### src/verilog/burst_pkg.sv
package burst_pkg;

    localparam int LEN_W = 8;

    // Accepting edge to first dout_ready beat
    localparam int READ_LATENCY = 8;

    // Zero means no command, 1 to 255 are real bursts
    typedef logic [LEN_W-1:0] len_t;

endpackage

### src/verilog/mem_geom_pkg.sv
package mem_geom_pkg;

    // Storage word and its byte lanes
    localparam int DATA_W = 64;
    localparam int LANE_W = 8;
    localparam int LANES = DATA_W / LANE_W;

    // Word addressing, depth follows the address width
    localparam int ADDR_W = 10;
    localparam int MEM_WORDS = 1 << ADDR_W;  // 1024 words

    typedef logic [DATA_W-1:0] word_t;
    typedef logic [LANES-1:0] be_t;  // One enable bit per lane
    typedef logic [ADDR_W-1:0] addr_t;

endpackage
### src/verilog/burst_if.sv
`timescale 1ns/1ps

// Command hand-off from decode to the sequencer
interface burst_cmd_if;
    import mem_geom_pkg::*;
    import burst_pkg::*;

    logic  start;    // One-cycle pulse
    logic  is_read;
    len_t  len;
    addr_t base;
    logic  active;   // Burst in progress

    // Decode holds start off while a burst runs
    modport decoder (
        output start,
        output is_read,
        output len,
        output base,
        input  active
    );

    modport sequencer (
        input  start,
        input  is_read,
        input  len,
        input  base,
        output active
    );
endinterface

// One access per cycle into the storage array
interface mem_port_if;
    import mem_geom_pkg::*;

    logic  wr;
    logic  rd;
    addr_t addr;
    word_t wdata;
    be_t   be;

    modport requester (
        output wr,
        output rd,
        output addr,
        output wdata,
        output be
    );

    modport storage (
        input wr,
        input rd,
        input addr,
        input wdata,
        input be
    );
endinterface

### src/verilog/burst_sequencer.sv
`timescale 1ns/1ps

module burst_sequencer (
    input  logic                clk,
    input  logic                arst_n,
    input  mem_geom_pkg::word_t din,
    input  mem_geom_pkg::be_t   be,
    burst_cmd_if.sequencer      cmd,
    mem_port_if.requester       port
);
    import mem_geom_pkg::*;
    import burst_pkg::*;

    logic                              reading;
    len_t                              cnt;      // Beats still to issue
    addr_t                             addr_q;
    logic [$clog2(READ_LATENCY)-1:0]   lat_cnt;
    logic                              beat;

    // Write beats run straight from the cycle after start
    assign port.wr = cmd.active && !reading;

    // Read beats wait for the latency counter
    assign port.rd = cmd.active && reading && (lat_cnt == '0);

    assign beat = port.rd || port.wr;

    // Write payload comes from the top-level pins unregistered
    assign port.wdata = din;
    assign port.be    = be;
    assign port.addr  = addr_q;

    always_ff @(posedge clk or negedge arst_n) begin
        if (!arst_n) begin
            cmd.active <= 1'b0;
            reading    <= 1'b0;
            cnt        <= '0;
            lat_cnt    <= '0;
        end else if (cmd.start) begin
            cmd.active <= 1'b1;
            reading    <= cmd.is_read;
            cnt        <= cmd.len;
            // One cycle for decode and one for the array read register
            // are taken out of the total read latency
            lat_cnt    <= cmd.is_read ? ($clog2(READ_LATENCY))'(READ_LATENCY - 2) : '0;
        end else if (cmd.active) begin
            if (lat_cnt != '0) begin
                lat_cnt <= lat_cnt - 1'b1;
            end
            if (beat) begin
                cnt <= cnt - 1'b1;
                if (cnt == len_t'(1)) begin
                    cmd.active <= 1'b0;  // Last beat goes out this cycle
                end
            end
        end
    end

    // Address wraps at MEM_WORDS through the natural overflow of addr_t
    always_ff @(posedge clk) begin
        if (cmd.start) begin
            addr_q <= cmd.base;
        end else if (beat) begin
            addr_q <= addr_q + 1'b1;
        end
    end

    // Every beat is still owed by the burst counter
    a_beat_counted: assert property (
        @(posedge clk) disable iff (!arst_n)
        beat |-> (cnt != '0)
    );

endmodule

### src/flat_wrapper.sv
// flat-port wrapper written by rule: the top's interface ports become plain ports
module burst_sequencer_flat import mem_geom_pkg::*; import burst_pkg::*;
  (clk, arst_n, din, be, cmd_start, cmd_is_read, cmd_len, cmd_base, cmd_active, port_wr, port_rd, port_addr, port_wdata, port_be);
  burst_cmd_if cmd_i ();
  mem_port_if port_i ();
  input  logic clk;
  input  logic arst_n;
  input  mem_geom_pkg::word_t din;
  input  mem_geom_pkg::be_t be;
  input wire logic [$bits(cmd_i.start)-1:0] cmd_start;
  input wire logic [$bits(cmd_i.is_read)-1:0] cmd_is_read;
  input wire logic [$bits(cmd_i.len)-1:0] cmd_len;
  input wire logic [$bits(cmd_i.base)-1:0] cmd_base;
  output wire logic [$bits(cmd_i.active)-1:0] cmd_active;
  output wire logic [$bits(port_i.wr)-1:0] port_wr;
  output wire logic [$bits(port_i.rd)-1:0] port_rd;
  output wire logic [$bits(port_i.addr)-1:0] port_addr;
  output wire logic [$bits(port_i.wdata)-1:0] port_wdata;
  output wire logic [$bits(port_i.be)-1:0] port_be;
  assign cmd_i.start = cmd_start;
  assign cmd_i.is_read = cmd_is_read;
  assign cmd_i.len = cmd_len;
  assign cmd_i.base = cmd_base;
  assign cmd_active = cmd_i.active;
  assign port_wr = port_i.wr;
  assign port_rd = port_i.rd;
  assign port_addr = port_i.addr;
  assign port_wdata = port_i.wdata;
  assign port_be = port_i.be;
  burst_sequencer u_core (.clk(clk), .arst_n(arst_n), .din(din), .be(be), .cmd(cmd_i), .port(port_i));
endmodule
### config.mk
export PLATFORM = sky130hd
export DESIGN_NAME = burst_sequencer_flat
export DESIGN_NICKNAME = d
export VERILOG_FILES = /design/src/verilog/burst_pkg.sv /design/src/verilog/mem_geom_pkg.sv /design/src/verilog/burst_if.sv /design/src/verilog/burst_sequencer.sv /design/src/flat_wrapper.sv
export SDC_FILE = /design/constraint.sdc
export NUM_CORES = 1
export LEC_CHECK = 0
export BUFFER_PORTS_ARGS = -buffer_cell sky130_fd_sc_hd__clkbuf_2
export CAP_MARGIN = 20
export CORE_AREA = 2 2 75 77
export CTS_CLUSTER_SIZE = 20
export DETAILED_ROUTE_END_ITERATION = 16
export DIE_AREA = 0 0 77 79
export PLACE_DENSITY = 0.86
export SLEW_MARGIN = 15
export SYNTH_ARGS = -nofsm -noshare
export SYNTH_HDL_FRONTEND = slang
export SYNTH_SLANG_ARGS = --single-unit
### constraint.sdc
create_clock -name clk -period 2.2 [get_ports clk]
set_input_delay 0.11 -clock clk [delete_from_list [all_inputs] [get_ports clk]]
set_output_delay 0.11 -clock clk [all_outputs]
set_load 0.05 [all_outputs]
==> flow_metrics.py, run 1 <==
metrics = {
    "sta": {
        "maxSlewHeadroom_pct": 66.0,
        "hold_viol": 0,
        "whs_ps": 46.7,
        "skew_ps": 8.69,
        "fin_setup_tns_ps": 0,
        "timing.final.crit_period_ps": 1880,
        "setup_viol": 0,
        "grt_setup_unrepaired": "no",
        "tightest_slew_ps": 510,
        "fmax_mhz": 532,
        "setup_ws_ps": 321,
        "finalCritPeriodShare_pct": 85.4,
        "drv_slew": 0,
    },
    "cells_and_area": {
        "syn2layout_area_growth_pct": -12.5,
        "nets": 266,
        "drive_gt1_share_pct": 29.5,
        "finalNonFillerCells": 238,
        "fillers": 584,
        "antennaDiodeCount": 0,
    },
    "clock_tree": {
        "post_cts_buffers": 0,
        "ctsResizeCount": 0,
        "clock_latency_ps": 270,
        "cts_tree": "done",
        "postCtsHoldBufs": 1,
        "cts.sinks": 23,
        "cts.path.max_buffers": 2,
        "clk_pin_slew_ps": 80,
        "root_buffer": "clkbuf_8",
        "cts_max_level": 1,
        "cts_inserted_buffers": 3,
    },
    "global_route": {
        "grt_max_degree": 30,
        "antenna_found_initial": 0,
        "grt_pass1_vias": 1094,
        "grt_usage_pct": 10.3,
        "grt-ovfl-total": 0,
        "grt_pass1_wl_um": 5000,
    },
    "logic_synthesis": {
        "syn_nets": 302,
        "yosys-top-cells-area": "buf_4, dfrtp_1, edfxtp_1",
        "synth-edff-count": 10,
        "netlist_instances": 203,
        "yosysSeqAreaShare_pct": 33.3,
        "syn_avg_cell_area_um2": 9.25,
        "ys_warn_count": 0,
        "syn_area_mm2": 0.00188,
        "synthArstFlopShare_pct": 56.5,
        "yosys.area.top_type_share_pct": 28.8,
        "ys_ff_latch": 23,
        "synth.distinct_cells": 29,
        "synth_ff_type": "dfrtp_1",
        "ys_top_cells_by_count": "buf_4, nand2_1, o21ai_0",
        "yosys.area.top_type": "buf_4",
        "synth.most_common_cell": "buf_4",
    },
    "routing": {
        "drt_iter0_drc": 30,
        "drc": 0,
        "first_pass_iters": 4,
        "wl_um": 3050,
        "via_per_inst": 4.57,
        "vias": 1088,
        "wire_per_inst_um": 12.8,
        "ant_nets": 0,
    },
    "critical_path": {
        "crit_end": "u_core.port.addr[2]",
        "worst-r2r-setup-slack_ps": 320,
        "arrival_ps": 1830,
        "crit_path_max_fanout": 10,
        "reg2reg_depth": 5,
        "crit_start": "u_core.lat_cnt[0]",
        "crit_path_top_delay_cell": "dfrtp_1",
        "r2r_end": "u_core.port.addr[2]",
        "crit_chain": "inv_1 -> ha_1 -> nand2b_1 -> a21oi_1 -> or2_2",
        "max_stage_delay_ps": 370,
        "r2r_start": "u_core.lat_cnt[0]",
        "critical_path_class": "reg2reg",
        "cp-end-kind": "register",
        "start_kind": "register",
        "crit_required_ps": 2150,
    },
    "power": {
        "power_leakage_nw": 0.696,
        "ir_worst_vdd_v": 0.000392,
        "power.density_mw_per_mm2": 992,
    },
    "placement": {
        "dp_slack_ps": 339,
        "gp_congestion": 0.793,
        "port_buffers": 34,
        "dpl.cell_count": 233,
        "hpwl_um": 2350,
    },
    "hold_path": {
        "hp-class": "in2reg",
        "worstHoldStart": "cmd_len[0]",
    },
    "floorplan": {
        "initial_core_util_pct": 35.2,
        "core_region_area_mm2": 0.00534,
        "dieArea_mm2": 0.00608,
        "io_pins": 179,
        "die_w_um": 77,
        "die_y_um": 79,
        "num_rows": 27,
    },
    "flow_run": {
        "maxCapViolCount": 0,
    },
    "status": {
        "status": "completed",
    },
}
[cell usage in the layout, fill, tap and decap left out, drive strengths merged]
cell         netlist  final
a2111oi            2      2
a211oi             5      5
a21o               1      1
a21oi              3      3
a311o              1      1
and3               2      2
and4               1      1
buf               73      2
clkbuf             5     38
dfrtp             13     13
dlygate4sd3        0      1
edfxtp            10     10
ha                 5      5
inv                7      7
mux2               3      3
mux2i              1      1
nand2             20     20
nand2b             1      1
nand3              4      4
nand4              2      2
nor2               3      3
nor3               2      2
o21ai             17     17
or2                2      2
or3                3      3
or3b               1      1
xnor2              9      9
xor2               7      7
[cell type report]
class	instances	area, um^2	share of cell area, %
Clock buffer	4	45.0	2.74
Timing Repair Buffer	37	195	11.9
Sequential cell	23	626	38.1
Multi-Input combinational cell	95	661	40.2
Tap cell	72	90.1	5.48
Inverter	7	26.3	1.60
[kinds of logic after synthesis]
| group | count (synthesis) | share of synthesized area (%) |
|---|---|---|
| buf+inv | 85 | 31.5 |
| simple gates | 41 | 10.6 |
| compound gates | 29 | 11.5 |
| flops | 23 | 33.3 |
| xor+xnor | 16 | 7.47 |
| fa+ha+maj | 5 | 3.33 |
| mux | 4 | 2.33 |
[where the power goes]
part	switching (W)	internal, W	total [W]
Clock	0.000131	0.000129	0.000261
Combinational	0.000453	0.000247	0.000700
Sequential	0.000102	0.000568	0.000670
Total	0.000686	0.000944	0.00163
[worst min-delay path by stage]
stage | endpoint | slack (ps) | cells past startpoint
after floorplan | u_core.cmd.active | -190 | 0
after global placement | u_core.cnt[7] | 20 | 1
after detailed placement | u_core.cnt[7] | 20 | 1
after CTS | u_core.cnt[0] | 50 | 3
after global routing | u_core.cnt[4] | 60 | 3
final | u_core.cnt[0] | 50 | 3
[state kept, by name, summed over array words and instances (netlist names)]
name / flops
u_core.cnt: 8
u_core.cmd.active: 1
u_core.reading: 1
u_core.port.addr: 10
u_core.lat_cnt: 3
[critical path: cells and delay by family (launching register included)]
family	cells	cell delay (ps)
AOI/OAI and AO/OA	1	370
adders and majority gates	1	200
buffers and inverters	1	110
DFF	1	370
and+or+nand+nor	2	520
[routing by layer]
layer	wire length (um)	GRT usage, %	vias up
met4	74	5.54	0
li1	-	-	526
met5	0	0	-
met3	275	3.75	14
met2	1360	16.6	53
met1	1330	11.9	495
[stage by stage]
| step | area [um^2] | total power, W | util [%] |
|---|---|---|---|
| after floorplan | 1880 | 0.00156 | - |
| after global placement | 1590 | 0.00135 | 29.7 |
| after detailed placement | 1590 | 0.00138 | 29.7 |
| after CTS | 1640 | 0.00165 | 30.8 |
| after global routing | 1640 | 0.00174 | 30.8 |
| final | 1640 | 0.00163 | 30.8 |
Note: power is estimated with default switching activity, not from simulation.
==> run 2: changes to the inputs <==
==> constraint.sdc (replaced) <==
create_clock -name clk -period 2.2 [get_ports clk]
set_input_delay 0.33 -clock clk [delete_from_list [all_inputs] [get_ports clk]]
set_output_delay 0.33 -clock clk [all_outputs]
set_load 0.05 [all_outputs]
==> run 2 against run 1 <==
Net effect: via count is 0.92% lower; combinational power is 0.9% higher; critical path depth rose by 1; setup slack got worse by 170 ps; sequential power hardly changed; critical path type is now reg2out; critical endpoint is now port_rd.
==> flow_metrics.py, run 2 (synthesis results as in run 1) <==
metrics = {
    "status": {
        "status": "completed",
    },
    "clock_tree": {
        "cts_tree": "done",
        "cts_inserted_buffers": 3,
        "cts.sinks": 23,
        "cts_max_level": 1,
        "post_cts_buffers": 0,
        "clk_pin_slew_ps": 80,
        "cts.path.max_buffers": 2,
        "clock_latency_ps": 260,
        "root_buffer": "clkbuf_8",
    },
    "placement": {
        "port_buffers": 34,
        "dpl.cell_count": 233,
        "hpwl_um": 2370,
        "gp_congestion": 0.831,
        "dp_slack_ps": 313,
    },
    "hold_path": {
        "hold_end": "u_core.cnt[5]",
        "hp-class": "in2reg",
        "worstHoldStart": "cmd_len[5]",
        "min_path_cells": 3,
    },
    "critical_path": {
        "critical_path_class": "reg2out",
        "crit_family": "buffers and inverters",
        "r2r_start": "u_core.lat_cnt[0]",
        "worst-r2r-setup-slack_ps": 300,
        "cp-end-kind": "primary output",
        "crit_chain": "inv_1 -> ha_1 -> nand2b_1 -> buf_4 -> nor3_2 -> clkbuf_4",
        "critical_path_buf_inv_count": 3,
        "r2r_end": "u_core.port.addr[4]",
        "crit_path_top_delay_cell": "dfrtp_1",
        "crit_path_max_fanout": 8,
        "reg2reg_depth": 5,
        "start_kind": "register",
        "arrival_ps": 1720,
        "crit_required_ps": 1870,
        "max_stage_delay_ps": 360,
    },
    "routing": {
        "via_per_inst": 4.53,
        "drt_iter0_drc": 50,
        "first_pass_iters": 3,
        "vias": 1078,
        "wl_um": 3040,
        "ant_nets": 0,
        "wire_per_inst_um": 12.8,
        "drc": 0,
    },
    "sta": {
        "skew_ps": 4.40,
        "tightest_slew_ps": 428,
        "maxSlewHeadroom_pct": 71.5,
        "fmax_mhz": 488,
        "hold_viol": 0,
        "setup_viol": 0,
        "grt_setup_unrepaired": "no",
        "fin_setup_tns_ps": 0,
        "timing.final.crit_period_ps": 2050,
        "setup_ws_ps": 150,
        "finalCritPeriodShare_pct": 93.2,
        "drv_slew": 0,
    },
    "cells_and_area": {
        "drive_gt1_share_pct": 30.1,
        "final_cell_mix": "clkbuf_2, nand2_1, o21ai_0, dfrtp_1, edfxtp_1",
        "final_core_util_pct": 30.9,
        "syn2layout_area_growth_pct": -12.1,
        "nets": 266,
        "finalNonFillerCells": 238,
        "largest_reg_flops": 10,
        "final_common_cell": "clkbuf_2",
        "antennaDiodeCount": 0,
    },
    "global_route": {
        "grt_pass1_wl_um": 4890,
        "grt_usage_pct": 10.1,
        "grt-ovfl-total": 0,
        "grt_pass1_vias": 1056,
        "antenna_found_initial": 0,
        "grt_max_degree": 23,
    },
    "power": {
        "p_comb_share_pct": 43.3,
        "finalPower_w": 0.00163,
        "power.density_mw_per_mm2": 989,
        "switchingPower_w": 0.000684,
        "ir_worst_vdd_v": 0.000405,
        "seq_power_share_pct": 41.1,
        "p_int_w": 0.000949,
        "swShare_pct": 41.9,
        "clkPwrFrac_pct": 15.6,
        "power_leakage_nw": 0.698,
    },
    "floorplan": {
        "core_region_area_mm2": 0.00534,
        "die_y_um": 79,
        "die_w_um": 77,
        "dieArea_mm2": 0.00608,
        "initial_core_util_pct": 35.2,
        "io_pins": 179,
        "num_rows": 27,
    },
    "flow_run": {
        "maxCapViolCount": 0,
    },
}
[run 2: cell counts in the layout (fill, tap and decap cells not counted)]
No cell type changed its count.
[run 2: cell type report]
type / count / area [um^2]
Clock buffer: 4 / 45.0
Fill cell: 568 / 3690
Inverter: 7 / 26.3
Multi-Input combinational cell: 95 / 666
Sequential cell: 23 / 626
Tap cell: 72 / 90.1
Timing Repair Buffer: 37 / 198
[run 2: power by group through the flow]
stage / combinational, W / clock, W / sequential, W
floorplan: 0.000750 / 0 / 0.000811
global placement: 0.000681 / 0 / 0.000668
detailed placement: 0.000707 / 0 / 0.000678
CTS: 0.000710 / 0.000263 / 0.000669
global route: 0.000770 / 0.000284 / 0.000685
finish: 0.000706 / 0.000255 / 0.000671
[run 2: what timing repair did]
item / 4_1_cts / 5_1_grt
endpoints found under the hold margin: 13 / 0
resized for setup: 0 / 2
endpoints found under the setup margin: 0 / 1
hold buffers: 1 / 0
[run 2: worst reg2reg max path, cell delays in order (launching register included)]
cell and delay [ps]:
dfrtp_1 360, inv_1 110, ha_1 190, nand2b_1 210
a21oi_1 390, or2_2 320
[run 2: routing by layer]
| metal | track usage, % | wire length, um | up-vias |
|---|---|---|---|
| met3 | 3.86 | 297 | 12 |
| met1 | 12.3 | 1350 | 495 |
| met4 | 3.75 | 36 | 0 |
| met5 | 0 | 0 | - |
| li1 | - | - | 527 |
| met2 | 16.2 | 1350 | 44 |
[run 2: worst max-delay path by stage]
stage                                 start                  end  depth (start not counted)
after floorplan           u_core.cmd.active        u_core.cnt[7]                          4
after global routing      u_core.lat_cnt[0]              port_rd                          6
after CTS                 u_core.lat_cnt[0]              port_rd                          6
after detailed placement  u_core.lat_cnt[0]  u_core.port.addr[1]                          5
after global placement    u_core.lat_cnt[0]  u_core.port.addr[0]                          5
final                     u_core.lat_cnt[0]              port_rd                          6
[run 2: metrics by stage]
step	area, um^2	hold WS (ps)
floorplan	1880	34.4
global placement	1590	238
detailed placement	1590	242
CTS	1650	271
global route	1650	267
finish	1650	271
