## config.mk

```make
export PLATFORM = sky130hd
export DESIGN_NAME = burst_cmd_decode_flat
export DESIGN_NICKNAME = d
export VERILOG_FILES = /design/src/verilog/burst_pkg.sv /design/src/verilog/mem_geom_pkg.sv /design/src/verilog/burst_if.sv /design/src/verilog/burst_cmd_decode.sv /design/src/flat_wrapper.sv
export SDC_FILE = /design/constraint.sdc
export NUM_CORES = 1
export LEC_CHECK = 0
export ABC_AREA = 1
export BUFFER_PORTS_ARGS = -buffer_cell sky130_fd_sc_hd__buf_2
export CAP_MARGIN = 20
export CORE_UTILIZATION = 44
export CTS_BUF_LIST = sky130_fd_sc_hd__clkbuf_4
export DETAILED_ROUTE_END_ITERATION = 8
export PLACE_DENSITY = 0.87
export SLEW_MARGIN = 20
export SYNTH_ARGS = -nofsm -noshare
export SYNTH_HDL_FRONTEND = slang
export SYNTH_SLANG_ARGS = --single-unit
```

## constraint.sdc

```tcl
create_clock -name clk -period 3.6 [get_ports clk]
set_input_delay 0 -clock clk [delete_from_list [all_inputs] [get_ports clk]]
set_output_delay 0 -clock clk [all_outputs]
set_load 0.05 [all_outputs]
```

## src/verilog/burst_pkg.sv

```systemverilog
package burst_pkg;

    localparam int LEN_W = 8;

    // Accepting edge to first dout_ready beat
    localparam int READ_LATENCY = 8;

    // Zero means no command, 1 to 255 are real bursts
    typedef logic [LEN_W-1:0] len_t;

endpackage

```

## src/verilog/mem_geom_pkg.sv

```systemverilog
package mem_geom_pkg;

    // Storage word and its byte lanes
    localparam int DATA_W = 64;
    localparam int LANE_W = 8;
    localparam int LANES = DATA_W / LANE_W;

    // Word addressing, depth follows the address width
    localparam int ADDR_W = 10;
    localparam int MEM_WORDS = 1 << ADDR_W;  // 1024 words

    typedef logic [DATA_W-1:0] word_t;
    typedef logic [LANES-1:0] be_t;  // One enable bit per lane
    typedef logic [ADDR_W-1:0] addr_t;

endpackage
```

## src/verilog/burst_if.sv

```systemverilog
`timescale 1ns/1ps

// Command hand-off from decode to the sequencer
interface burst_cmd_if;
    import mem_geom_pkg::*;
    import burst_pkg::*;

    logic  start;    // One-cycle pulse
    logic  is_read;
    len_t  len;
    addr_t base;
    logic  active;   // Burst in progress

    // Decode holds start off while a burst runs
    modport decoder (
        output start,
        output is_read,
        output len,
        output base,
        input  active
    );

    modport sequencer (
        input  start,
        input  is_read,
        input  len,
        input  base,
        output active
    );
endinterface


```

## src/verilog/burst_cmd_decode.sv

```systemverilog
`timescale 1ns/1ps

module burst_cmd_decode (
    input  logic                clk,
    input  logic                arst_n,
    input  logic                rd,
    input  logic                we,
    input  burst_pkg::len_t     burstcnt,
    input  mem_geom_pkg::addr_t addr,
    output logic                busy,
    burst_cmd_if.decoder        cmd
);

    logic accept;

    // Commands during a pending start or a running burst are dropped,
    // as are zero-length ones
    assign accept = (rd || we) && (burstcnt != '0) && !cmd.start && !cmd.active;

    always_ff @(posedge clk or negedge arst_n) begin
        if (!arst_n) begin
            cmd.start <= 1'b0;
        end else begin
            cmd.start <= accept;  // Single pulse, accept is blocked next cycle
        end
    end

    always_ff @(posedge clk) begin
        if (accept) begin
            cmd.is_read <= rd;  // Read wins when both strobes are up
            cmd.len     <= burstcnt;
            cmd.base    <= addr;
        end
    end

    // Covers the gap before the sequencer raises active
    assign busy = cmd.start || cmd.active;

    // A new burst may only be handed over once the sequencer is idle
    a_start_idle: assert property (
        @(posedge clk) disable iff (!arst_n)
        $rose(cmd.start) |-> !cmd.active
    );

endmodule

```

## src/flat_wrapper.sv

```systemverilog
// flat-port wrapper written by rule: the top's interface ports become plain ports
module burst_cmd_decode_flat 
  (clk, arst_n, rd, we, burstcnt, addr, busy, cmd_start, cmd_is_read, cmd_len, cmd_base, cmd_active);
  burst_cmd_if cmd_i ();
  input  logic clk;
  input  logic arst_n;
  input  logic rd;
  input  logic we;
  input  burst_pkg::len_t burstcnt;
  input  mem_geom_pkg::addr_t addr;
  output logic busy;
  output wire logic [$bits(cmd_i.start)-1:0] cmd_start;
  output wire logic [$bits(cmd_i.is_read)-1:0] cmd_is_read;
  output wire logic [$bits(cmd_i.len)-1:0] cmd_len;
  output wire logic [$bits(cmd_i.base)-1:0] cmd_base;
  input wire logic [$bits(cmd_i.active)-1:0] cmd_active;
  assign cmd_start = cmd_i.start;
  assign cmd_is_read = cmd_i.is_read;
  assign cmd_len = cmd_i.len;
  assign cmd_base = cmd_i.base;
  assign cmd_i.active = cmd_active;
  burst_cmd_decode u_core (.clk(clk), .arst_n(arst_n), .rd(rd), .we(we), .burstcnt(burstcnt), .addr(addr), .busy(busy), .cmd(cmd_i));
endmodule
```

==> impl_table.tex, run 1 <==
\begin{tabular}{lr}
\hline
Metric & Value \\
\hline
\multicolumn{2}{l}{\textbf{Outcome}} \\
\quad Outcome & complete, no violations \\
\multicolumn{2}{l}{\textbf{Critical path}} \\
\quad Peak fanout along the critical path & 15 \\
\quad Worst path depth & 4 \\
\quad Worst r2r src & u\_core.cmd.start \\
\quad Worst setup path startpoint & u\_core.cmd.start \\
\quad Kind of launch point of the worst setup path & flip-flop \\
\quad Slowest CP cell & sky130\_fd\_sc\_hd\_\_dfrtp\_1 \\
\quad Destination of the worst register-to-register timing path & u\_core.cmd.base[0] \\
\quad Crit path cell chain & nor2\_2, o21ai\_1, nor2\_1, buf\_4 \\
\quad Number of buffer and inverter instances along the worst setup path & 1 \\
\quad Family with the most delay on the worst path & simple AND/OR/NAND/NOR gates \\
\quad Critical path data arrival time & between 1.5 and 2 ns \\
\quad Data required, critical path & 3.61 ns \\
\quad Worst R2R Setup Slack & $\sim$2.0 ns \\
\quad Type of the setup path with the least slack & reg2reg \\
\quad Biggest cell delay along the critical path & slightly above 0.4 ns \\
\quad Count of cells along the worst register-to-register path & 4 \\
\quad Critical path endpoint category & flip-flop \\
\multicolumn{2}{l}{\textbf{Run}} \\
\quad MaxCap Viol Count & 0 \\
\multicolumn{2}{l}{\textbf{Logic synthesis}} \\
\quad Synthesis-stage register bit count & 20 \\
\quad Net count after synthesis & 54 \\
\quad Most frequent cells after synthesis & 19 x sky130\_fd\_sc\_hd\_\_edfxtp\_1, 6 x sky130\_fd\_sc\_hd\_\_nor2\_1, 2 x sky130\_fd\_sc\_hd\_\_nand2\_1 \\
\quad Proportion of synthesized flip-flops having asynchronous set or reset & under 10\% \\
\quad Average cell area after synthesis & 20.66 um\^{}2 \\
\quad Yosys Warn Count & 0 \\
\quad Dominant register cell in the synthesized netlist & sky130\_fd\_sc\_hd\_\_edfxtp\_1 \\
\quad Top-area cell type share of the netlist area & between 80\% and 90\% \\
\quad Dominant cells by area after synthesis & sky130\_fd\_sc\_hd\_\_edfxtp\_1 89\%, sky130\_fd\_sc\_hd\_\_dfrtp\_1 3.9\%, sky130\_fd\_sc\_hd\_\_nor2\_1 3.5\%, sky130\_fd\_sc\_hd\_\_nand2\_1 1.2\%, sky130\_fd\_sc\_hd\_\_nor2\_2 0.98\% \\
\quad Cell with the most instances after synthesis & sky130\_fd\_sc\_hd\_\_edfxtp\_1 \\
\quad Number of synthesized flops with an enable pin & 19 \\
\quad Cell area after synthesis & 640.6 um\^{}2 \\
\quad Post-synthesis instance total & 31 \\
\quad Sequential element share of the synthesized area & just over 90\% \\
\quad Area leader, netlist & sky130\_fd\_sc\_hd\_\_edfxtp\_1 \\
\quad Number of library cell types mapped by synthesis & 7 \\
\multicolumn{2}{l}{\textbf{GRT}} \\
\quad Antenna violations before repair & 0 \\
\quad Global router's overall resource usage & a little under a quarter \\
\quad Pin count of the biggest net entering global routing & 16 \\
\quad Total overflow reported by the global router & 0 \\
\quad Via count of the first global-routing pass & about 500 \\
\quad Wire length of the first global-routing pass & around 2.1 mm \\
\multicolumn{2}{l}{\textbf{Clocking}} \\
\quad Register clock-pin slew on the reported worst setup and hold paths & between 0.1 and 0.15 ns \\
\quad CTS H-tree lvls & 1 \\
\quad CTS max path bufs & 2 \\
\quad Clock latency reported for the late side of the worst-skew pair & roughly 0.30 ns \\
\quad Total clock sinks & 20 \\
\quad PostCTS Resize Cnt & 0 \\
\quad CTS tree & yes \\
\quad Clock buffers created by TritonCTS & 3 \\
\quad Buffer type at the clock tree root & sky130\_fd\_sc\_hd\_\_clkbuf\_4 \\
\multicolumn{2}{l}{\textbf{Power}} \\
\quad Cell Pwr Density & approximately 430 mW/mm\^{}2 \\
\quad Leak pwr & between 0.0004 and 0.0005 uW \\
\quad Maximum ir drop on the vdd rail & $\sim$0.34 mV \\
\multicolumn{2}{l}{\textbf{Cells and area}} \\
\quad Total non-filler cell area in the finished layout & 0.001119 mm\^{}2 \\
\quad Net count, final & approximately 120 \\
\quad Area growth syn-to-layout & 74.61\% \\
\quad Layout cells sized above 1 & between 40\% and 50\% \\
\quad Diodes inserted & 0 \\
\multicolumn{2}{l}{\textbf{Drt}} \\
\quad Number of vias per cell after detailed routing & 4.548 \\
\quad Via count & about 520 \\
\quad Routed wire length & $\sim$1.6 mm \\
\quad Detailed router's first-iteration violation count & 10 \\
\quad Remaining antenna violation count & 0 \\
\quad DRC viols & 0 \\
\quad Length of the first detailed-routing pass in iterations & 4 \\
\quad Routed wirelength normalized by instance count & 14.04 um \\
\multicolumn{2}{l}{\textbf{STA}} \\
\quad Final Hold Violating Endpoints & 0 \\
\quad Fin crit period & 1.577 ns \\
\quad Final setup violation count & 0 \\
\quad Actual slew at the worst max-slew pin & approximately 0.42 ns \\
\quad Worst Skew & 0.005510 ns \\
\quad Final sum of negative setup slack & 0 ns \\
\quad Peak clock frequency supported by timing & approximately 630 MHz \\
\quad Share of the cycle needed by the critical path after routing & roughly 44\% \\
\quad Tightest slew margin relative to the limit & a little under three quarters \\
\quad Max-slew violation count & 0 \\
\quad Setup repair after global routing missed its margin & no \\
\multicolumn{2}{l}{\textbf{Die}} \\
\quad Initial core utilization & roughly half \\
\quad Number of top-level pins & 44 \\
\quad Height of the die & approximately 40 um \\
\quad Total Die Area & 0.001612 mm\^{}2 \\
\quad Num rows & 13 \\
\quad Core outline area & $\sim$0.0013 mm\^{}2 \\
\quad Die outline width & $\sim$40 um \\
\multicolumn{2}{l}{\textbf{Worst hold path}} \\
\quad Hold path startpoint & cmd\_active \\
\quad Worst hold path endpoint & u\_core.cmd.start \\
\quad Worst hold stages & 4 \\
\quad Worst Hold Class & in2reg \\
\multicolumn{2}{l}{\textbf{Place}} \\
\quad DP Wirelength & 933.6 um \\
\quad Input/output buffers & 43 \\
\quad Post-place instance area & about 880 um\^{}2 \\
\quad Gp weighted congestion & $\sim$0.64 \\
\hline
\end{tabular}
-- cells in the final DEF (no fill, tap or decap) --
master                           n
sky130_fd_sc_hd__o21ai_1         1
sky130_fd_sc_hd__nor2_1          6
sky130_fd_sc_hd__buf_4           1
sky130_fd_sc_hd__buf_2          43
sky130_fd_sc_hd__nor2_2          1
sky130_fd_sc_hd__dfrtp_1         1
sky130_fd_sc_hd__inv_1           1
sky130_fd_sc_hd__edfxtp_1       19
sky130_fd_sc_hd__clkbuf_4        3
sky130_fd_sc_hd__clkinv_1        1
sky130_fd_sc_hd__dlygate4sd3_1  21
sky130_fd_sc_hd__nand2_1         2
-- per-stage QoR --
stage | util [%] | instances | setup WS [ns] | power [uW] | hold slack, ns
detailed placement | 66.14 | 90 | 2.049 | 362.0 | -0.2219
floorplan | - | 31 | 1.541 | 334.4 | -0.2956
CTS | 83.86 | 115 | 2.036 | 479.4 | 0.06771
global route | 83.86 | 115 | 1.920 | 502.1 | 0.07689
global placement | 66.14 | 90 | 2.127 | 360.1 | -0.2235
finish | 83.86 | 115 | 2.023 | 484.5 | 0.05934
-- cells by family after synthesis --
| kind of cell | count (synthesis) | synth area share [%] |
|---|---|---|
| DFF | 20 | 92.97 |
| and+or+nand+nor | 9 | 5.665 |
| AOI/OAI and AO/OA | 1 | 0.7805 |
| buffers and inverters | 1 | 0.5854 |
-- state kept, by name, indices dropped and copies added, names as in the netlist --
register	cells
u_core.cmd.is_read	1
u_core.cmd.start	1
u_core.cmd.len	8
u_core.cmd.base	10
-- layer usage --
| layer | GRT usage (%) | up-vias | share of wire [%] |
|---|---|---|---|
| met3 | 7.778 | 2 | 7.2 |
| met4 | 14.66 | 0 | 0.50 |
| met1 | 25.19 | 240 | 38 |
| met5 | 0 | - | 0 |
| li1 | - | 250 | - |
| met2 | 39.11 | 31 | 54 |
-- how the worst max path moves through the flow --
| stage | slack (ns) | to |
|---|---|---|
| 2_1_floorplan | 1.54 | u_core.cmd.base[0] |
| 3_3_place_gp | 2.13 | u_core.cmd.base[1] |
| 3_5_place_dp | 2.05 | u_core.cmd.base[8] |
| 4_1_cts | 2.04 | u_core.cmd.base[7] |
| 5_1_grt | 1.92 | u_core.cmd.base[6] |
| 6_report | 2.02 | u_core.cmd.base[0] |
-- worst min-delay path, delay by kind of cell --
family / cells / cell delay (ns)
buffers and inverters: 1 / 0.09
AO/OA/AOI/OAI: 1 / 0.06
AND/OR/NAND/NOR: 2 / 0.16
-- where the power goes --
part,switching [uW],internal (uW)
sequential,3.88,270
combinational,67.3,34.4
clock,68.1,40.5
-- timing repair --
action | CTS | global route
endpoints found under the hold margin | 20 | 0
setup buffers | 0 | 0
hold buffers | 21 | 0
-- layout make-up --
type	count	area (um^2)
clock buffers	3	22.52
clock inverters	1	3.754
fillers	77	215.2
inverters	1	3.754
multi-input cells	10	41.29
flip-flops and latches	20	595.6
well taps	15	18.77
repair buffers	65	432.9
(Power assumes the default switching activity.)
==> inputs of run 2 (changes only) <==
Settings changed: CORE_UTILIZATION 44 to 37, PLACE_DENSITY 0.87 to 0.79.
Clock period 3.6 ns to 1.36 ns, I/O delays scaled along.
==> impl_table.tex, run 2 (synthesis results as in run 1) <==
\begin{tabular}{lr}
\hline
Metric & Value \\
\hline
\multicolumn{2}{l}{\textbf{Cells and area}} \\
\quad Largest register FFs & 10 (unchanged) \\
\quad Commonest non-fill, non-tap cells in the layout & 43 x sky130\_fd\_sc\_hd\_\_buf\_2, 22 x sky130\_fd\_sc\_hd\_\_dlygate4sd3\_1, 19 x sky130\_fd\_sc\_hd\_\_edfxtp\_1, 5 x sky130\_fd\_sc\_hd\_\_nor2\_1, 3 x sky130\_fd\_sc\_hd\_\_clkbuf\_4 \\
\quad Diodes inserted & 0 (unchanged) \\
\quad Commonest non-fill, non-tap cell in the layout & sky130\_fd\_sc\_hd\_\_buf\_2 \\
\quad Post-Layout Cell Count & 117 (+1.7\%) \\
\quad Most flop-heavy register & u\_core.cmd.base \\
\quad Area growth syn-to-layout & 80.27\% \\
\quad Layout cells sized above 1 & 50.50\% (+2.5 points) \\
\quad Largest registers in the final layout & u\_core.cmd.base: 10 flops, u\_core.cmd.len: 8 flops \\
\quad Net count, final & 125 (+0.81\%) \\
\multicolumn{2}{l}{\textbf{GRT}} \\
\quad Antenna violations before repair & 0 (unchanged) \\
\quad Total overflow reported by the global router & 0 (unchanged) \\
\quad Pin count of the biggest net entering global routing & 18 (+2) \\
\quad Wire length of the first global-routing pass & 2.145 mm (+1.3\%) \\
\quad Global router's overall resource usage & 16.04\% (-7.3 points) \\
\quad Via count of the first global-routing pass & 525 (+8.0\%) \\
\multicolumn{2}{l}{\textbf{Run}} \\
\quad MaxCap Viol Count & 0 (unchanged) \\
\multicolumn{2}{l}{\textbf{STA}} \\
\quad Max-slew violation count & 0 (unchanged) \\
\quad Peak clock frequency supported by timing & 820.8 MHz (+29\%) \\
\quad Final sum of negative setup slack & 0 ns (unchanged) \\
\quad Share of the cycle needed by the critical path after routing & 89.58\% (+46 points) \\
\quad Final setup violation count & 0 (unchanged) \\
\quad Actual slew at the worst max-slew pin & 0.2567 ns (-0.1674 ns) \\
\quad Setup repair after global routing missed its margin & no \\
\quad Tightest slew margin relative to the limit & 83.00\% (+11 points) \\
\quad Final Hold Violating Endpoints & 0 (unchanged) \\
\quad Worst Skew & 0.0008804 ns (-0.004629 ns) \\
\quad Fin crit period & 1.218 ns (-0.3587 ns) \\
\multicolumn{2}{l}{\textbf{Clocking}} \\
\quad Setup repair bufs after CTS & 0 (unchanged) \\
\quad Register clock-pin slew on the reported worst setup and hold paths & 0.11 ns (about the same) \\
\quad CTS tree & yes \\
\quad Clock buffers created by TritonCTS & 3 (unchanged) \\
\quad CTS H-tree lvls & 1 (unchanged) \\
\quad PostCTS Resize Cnt & 0 (unchanged) \\
\quad Buffer type at the clock tree root & sky130\_fd\_sc\_hd\_\_clkbuf\_4 \\
\quad CTS max path bufs & 2 (unchanged) \\
\quad Clock latency reported for the late side of the worst-skew pair & 0.29 ns (about the same) \\
\quad Total clock sinks & 20 (unchanged) \\
\multicolumn{2}{l}{\textbf{Drt}} \\
\quad Met1 wire length & 518 um (-16\%) \\
\quad Routed wire length & 1.429 mm (-12\%) \\
\quad Top metal layer carrying routed signals & met3 \\
\quad Number of vias per cell after detailed routing & 4.436 (-2.5\%) \\
\quad Via count & 519 (-0.76\%) \\
\quad Length of the first detailed-routing pass in iterations & 5 (+1) \\
\quad Detailed router's first-iteration violation count & 10 (unchanged) \\
\quad Length of routed met2 wiring & 802 um (-7.8\%) \\
\quad Remaining antenna violation count & 0 (unchanged) \\
\quad Routed wirelength normalized by instance count & 12.21 um (-13\%) \\
\quad Met3 WL & 108 um (-6.9\%) \\
\quad DRC viols & 4 (+4) \\
\multicolumn{2}{l}{\textbf{Power}} \\
\quad Maximum ir drop on the vdd rail & 0.7483 mV (+120\%) \\
\quad Cell Pwr Density & 1109 mW/mm\^{}2 (+160\%) \\
\quad Leak pwr & 0.0004974 uW (+1.8\%) \\
\multicolumn{2}{l}{\textbf{Die}} \\
\quad Height of the die & 43.61 um (+8.6\%) \\
\quad Initial core utilization & 41.09\% (-6.9 points) \\
\quad Total Die Area & 0.001902 mm\^{}2 (+18\%) \\
\quad Die outline width & 43.61 um (+8.6\%) \\
\quad Core outline area & 0.001559 mm\^{}2 (+17\%) \\
\quad Num rows & 14 (+1) \\
\quad Number of top-level pins & 44 (unchanged) \\
\multicolumn{2}{l}{\textbf{Worst hold path}} \\
\quad Worst Hold Class & in2reg \\
\multicolumn{2}{l}{\textbf{Critical path}} \\
\quad Data required, critical path & 1.38 ns (-2.23 ns) \\
\quad Type of the setup path with the least slack & reg2reg \\
\quad Critical path data arrival time & 1.23 ns (-0.36 ns) \\
\quad Critical path endpoint category & flip-flop \\
\quad Kind of launch point of the worst setup path & flip-flop \\
\quad Peak fanout along the critical path & 17 (+2) \\
\multicolumn{2}{l}{\textbf{Place}} \\
\quad Cell Count Post-Placement & 91 (+1.1\%) \\
\quad Input/output buffers & 43 (unchanged) \\
\quad DP Wirelength & 862.2 um (-7.6\%) \\
\quad Gp weighted congestion & 0.6182 (-3.9\%) \\
\multicolumn{2}{l}{\textbf{Outcome}} \\
\quad Violations in the final reports & design-rule violations \\
\quad Outcome & complete, but fails checks \\
\hline
\end{tabular}
run 2: through the flow:
step           hold WS (ns)  utilization, %  cell area [um^2]  total power [uW]  setup slack (ns)
2_1_floorplan       -0.2956               -             653.1             888.1          -0.05125
3_3_place_gp        -0.2241           58.27             908.4             965.1            0.1783
3_5_place_dp        -0.2213           58.27             908.4             968.4            0.1479
4_1_cts             0.05842           74.08              1155              1284            0.1368
5_1_grt             0.07684           74.08              1155              1337           0.05713
6_report            0.06535           74.08              1155              1281            0.1417
run 2: worst paths after layout:
path,startpoint,depth (start not counted),slack [ns],end
min in group asynchronous,arst_n,3,0.52,u_core.cmd.start
min reg2reg,u_core.cmd.start,3,0.57,u_core.cmd.start
min,we,3,0.07,u_core.cmd.start
max reg2reg,u_core.cmd.start,4,0.14,u_core.cmd.base[2]
max,u_core.cmd.start,4,0.14,u_core.cmd.base[2]
max in group asynchronous,arst_n,3,0.72,u_core.cmd.start
run 2: power breakdown:
part	total (uW)	internal (uW)	switching [uW]	leakage (uW)
clock	276	107	170	0.0000154
sequential	724	716	8.20	0.000191
combinational	280	99.9	180	0.000291
run 2: worst max-delay path: stages, from the launching register on:
cell,delay (ns)
sky130_fd_sc_hd__dfrtp_2,0.42
sky130_fd_sc_hd__nor2_2,0.11
sky130_fd_sc_hd__o21ai_2,0.08
sky130_fd_sc_hd__nor2_4,0.15
sky130_fd_sc_hd__buf_12,0.17
run 2: cell type report:
cell class / instances / area, um^2
clock buffer: 3 / 22.52
clock inverter: 1 / 3.754
fill: 90 / 404.1
inverter: 1 / 3.754
multi-input combinational: 10 / 52.55
sequential: 20 / 596.8
tap: 16 / 20.02
timing repair buffer: 66 / 455.4
run 2: timing repair:
action                     in CTS  in global routing
setup endpoints to repair       0                  0
hold endpoints to repair       21                  0
hold buffers                   22                  0
run 2: layer usage:
layer  global-route usage (%)  vias to the layer above
met2                    30.15                       30
met1                    17.05                      234
met4                    3.750                        0
met5                        0                        -
met3                    5.417                        0
li1                         -                      255
==> inputs of run 3 (changes only) <==
Settings changed: GPL_TIMING_DRIVEN from default to 0.
==> impl_table.tex, run 3 (synthesis results as in run 1) <==
\begin{tabular}{lr}
\hline
Metric & Value \\
\hline
\multicolumn{2}{l}{\textbf{Outcome}} \\
\quad Outcome & complete, but fails checks \\
\quad Violations in the final reports & design-rule violations \\
\multicolumn{2}{l}{\textbf{Clocking}} \\
\quad CTS tree & yes \\
\quad Total clock sinks & 20 (unchanged) \\
\quad Register clock-pin slew on the reported worst setup and hold paths & 0.11 ns (about the same) \\
\quad CTS H-tree lvls & 1 (unchanged) \\
\quad Clock latency reported for the late side of the worst-skew pair & 0.29 ns (about the same) \\
\quad CTS max path bufs & 2 (unchanged) \\
\quad Buffer type at the clock tree root & sky130\_fd\_sc\_hd\_\_clkbuf\_4 \\
\quad Clock buffers created by TritonCTS & 3 (unchanged) \\
\multicolumn{2}{l}{\textbf{STA}} \\
\quad Fin crit period & 1.292 ns (+0.07409 ns) \\
\quad Final setup violation count & 0 (unchanged) \\
\quad Max-slew violation count & 0 (unchanged) \\
\quad Tightest slew margin relative to the limit & 72.74\% (-10 points) \\
\quad Peak clock frequency supported by timing & 773.8 MHz (-5.7\%) \\
\quad Worst Skew & 0.004039 ns (+0.003158 ns) \\
\quad Actual slew at the worst max-slew pin & 0.4074 ns (+0.1506 ns) \\
\quad Final Hold Violating Endpoints & 0 (unchanged) \\
\quad Share of the cycle needed by the critical path after routing & 95.03\% (+5.4 points) \\
\quad Setup repair after global routing missed its margin & no \\
\quad Hold\_ws & 0.09132 ns (+0.02596 ns) \\
\multicolumn{2}{l}{\textbf{Critical path}} \\
\quad Kind of launch point of the worst setup path & input port \\
\quad Critical path endpoint category & flip-flop \\
\quad Biggest cell delay along the critical path & 0.55 ns (+0.13 ns) \\
\quad Type of the setup path with the least slack & in2reg \\
\quad Family with the most delay on the worst path & buffers and inverters \\
\quad Slowest CP cell & sky130\_fd\_sc\_hd\_\_dlygate4sd3\_1 \\
\quad Cell repeated most along the worst path & sky130\_fd\_sc\_hd\_\_nor2\_1 \\
\quad Peak fanout along the critical path & 10 (-7) \\
\quad Data required, critical path & 1.40 ns (+0.02 ns) \\
\quad Crit path cell chain & dlygate4sd3\_1, buf\_2, nor2\_1, nand2\_1, nor2\_1, nor2\_4 \\
\quad Critical path data arrival time & 1.33 ns (+0.10 ns) \\
\quad Number of buffer and inverter instances along the worst setup path & 2 (+1) \\
\multicolumn{2}{l}{\textbf{Power}} \\
\quad Clock network power share & 21.6\% (about the same) \\
\quad Cell Pwr Density & 1119 mW/mm\^{}2 (+0.95\%) \\
\quad Maximum ir drop on the vdd rail & 0.7180 mV (-4.1\%) \\
\quad Switching power of the nets & 356.6 uW (-0.46\%) \\
\quad Total internal power & 915.2 uW (-0.77\%) \\
\quad Portion of total power attributed to combinational logic & 21.5\% (-0.4 points) \\
\quad Flop pwr share & 56.9\% (+0.4 points) \\
\quad Leak pwr & 0.0004862 uW (-2.2\%) \\
\quad Proportion of total power due to net switching & 28.04\% (+0.064 points) \\
\multicolumn{2}{l}{\textbf{Die}} \\
\quad Num rows & 14 (unchanged) \\
\quad Initial core utilization & 41.09\% (unchanged) \\
\quad Total Die Area & 0.001902 mm\^{}2 (unchanged) \\
\quad Core outline area & 0.001559 mm\^{}2 (unchanged) \\
\quad Die outline width & 43.61 um (unchanged) \\
\quad Height of the die & 43.61 um (unchanged) \\
\quad Number of top-level pins & 44 (unchanged) \\
\multicolumn{2}{l}{\textbf{Drt}} \\
\quad Routed wire length & 1.501 mm (+5.0\%) \\
\quad DRC viols & 4 (unchanged) \\
\quad Length of the first detailed-routing pass in iterations & 5 (unchanged) \\
\quad Routed wirelength normalized by instance count & 12.94 um (+5.9\%) \\
\quad Remaining antenna violation count & 0 (unchanged) \\
\quad Detailed router's first-iteration violation count & 6 (-4) \\
\quad Number of vias per cell after detailed routing & 4.457 (+0.47\%) \\
\quad Via count & 517 (-0.39\%) \\
\multicolumn{2}{l}{\textbf{Cells and area}} \\
\quad Area growth syn-to-layout & 77.34\% \\
\quad Net count, final & 124 (-0.80\%) \\
\quad Diodes inserted & 0 (unchanged) \\
\quad Most flop-heavy register & u\_core.cmd.base \\
\quad Largest registers in the final layout & u\_core.cmd.base: 10 flops, u\_core.cmd.len: 8 flops \\
\quad Largest register FFs & 10 (unchanged) \\
\quad Final Core Density & 72.87\% (-1.2 points) \\
\quad Commonest non-fill, non-tap cell in the layout & sky130\_fd\_sc\_hd\_\_buf\_2 \\
\quad Layout cells sized above 1 & 51.00\% (+0.50 points) \\
\quad Commonest non-fill, non-tap cells in the layout & 43 x sky130\_fd\_sc\_hd\_\_buf\_2, 21 x sky130\_fd\_sc\_hd\_\_dlygate4sd3\_1, 19 x sky130\_fd\_sc\_hd\_\_edfxtp\_1, 5 x sky130\_fd\_sc\_hd\_\_nor2\_1, 3 x sky130\_fd\_sc\_hd\_\_clkbuf\_4 \\
\multicolumn{2}{l}{\textbf{GRT}} \\
\quad Wire length of the first global-routing pass & 2.208 mm (+2.9\%) \\
\quad Global router's overall resource usage & 16.31\% (+0.27 points) \\
\quad Pin count of the biggest net entering global routing & 12 (-6) \\
\quad Via count of the first global-routing pass & 538 (+2.5\%) \\
\quad Antenna violations before repair & 0 (unchanged) \\
\quad Total overflow reported by the global router & 0 (unchanged) \\
\multicolumn{2}{l}{\textbf{Place}} \\
\quad Gp weighted congestion & 0.6204 (+0.36\%) \\
\quad Input/output buffers & 43 (unchanged) \\
\multicolumn{2}{l}{\textbf{Run}} \\
\quad MaxCap Viol Count & 0 (unchanged) \\
\multicolumn{2}{l}{\textbf{Worst hold path}} \\
\quad Worst Hold Class & in2reg \\
\hline
\end{tabular}
-- run 3: changes by cell type in the layout (fill, tap and decap cells not counted), sizes merged --
cell,before,now
nor2,7,8
buf,44,43
dlygate4sd3,22,21
-- run 3: final cells by class --
cell class / instances / area (um^2)
clock buffer: 3 / 22.52
sequential: 20 / 596.8
multi-input combinational: 11 / 63.81
tap: 16 / 20.02
timing repair buffer: 64 / 425.4
fill: 95 / 422.9
inverter: 1 / 3.754
clock inverter: 1 / 3.754
-- run 3: stage by stage --
stage | cells | cell area [um^2] | total power [uW] | setup TNS (ns) | setup slack, ns
after global routing | 116 | 1136 | 1322 | 0 | 0.01130
after CTS | 116 | 1136 | 1279 | 0 | 0.08609
after floorplan | 31 | 653.1 | 888.1 | -0.9738 | -0.05125
final | 116 | 1136 | 1272 | 0 | 0.06765
after global placement | 90 | 888.4 | 953.7 | 0 | 0.0008297
after detailed placement | 90 | 888.4 | 958.8 | -0.6929 | -0.03727
-- run 3: tightest hold or removal path: cells and delay by family --
family	cells	cell delay, ns
simple gates	2	0.14
compound gates	1	0.11
buf+inv	1	0.09
-- run 3: timing repair --
item | 4_1_cts | 5_1_grt
resized for setup | 1 | 0
setup buffers | 0 | 0
hold endpoints to repair | 20 | 0
hold buffers | 21 | 0
setup endpoints to repair | 19 | 0
-- run 3: final timing paths --
kind	start	to	slack [ns]	cells past startpoint
min in group asynchronous	arst_n	u_core.cmd.start	0.53	3
max reg2reg	u_core.cmd.start	u_core.cmd.base[1]	0.10	3
max	burstcnt[1]	u_core.cmd.base[1]	0.07	6
min	cmd_active	u_core.cmd.start	0.09	4
max in group asynchronous	arst_n	u_core.cmd.start	0.71	3
min reg2reg	u_core.cmd.start	u_core.cmd.start	0.68	3
-- run 3: layer usage --
metal	up-vias	routed length [um]	global-route usage, %
met1	233	559	17.32
met3	0	110	2.917
met4	0	0	3.750
li1	254	-	-
met2	30	830	32.54
met5	-	0	0
-- run 3: power by group through the flow --
| stage | combinational (uW) | clock [uW] | sequential (uW) |
|---|---|---|---|
| 6_report | 274 | 274 | 724 |
| 5_1_grt | 286 | 309 | 727 |
| 4_1_cts | 272 | 282 | 725 |
| 3_5_place_dp | 220 | 0 | 739 |
| 3_3_place_gp | 217 | 0 | 737 |
| 2_1_floorplan | 30.4 | 0 | 858 |
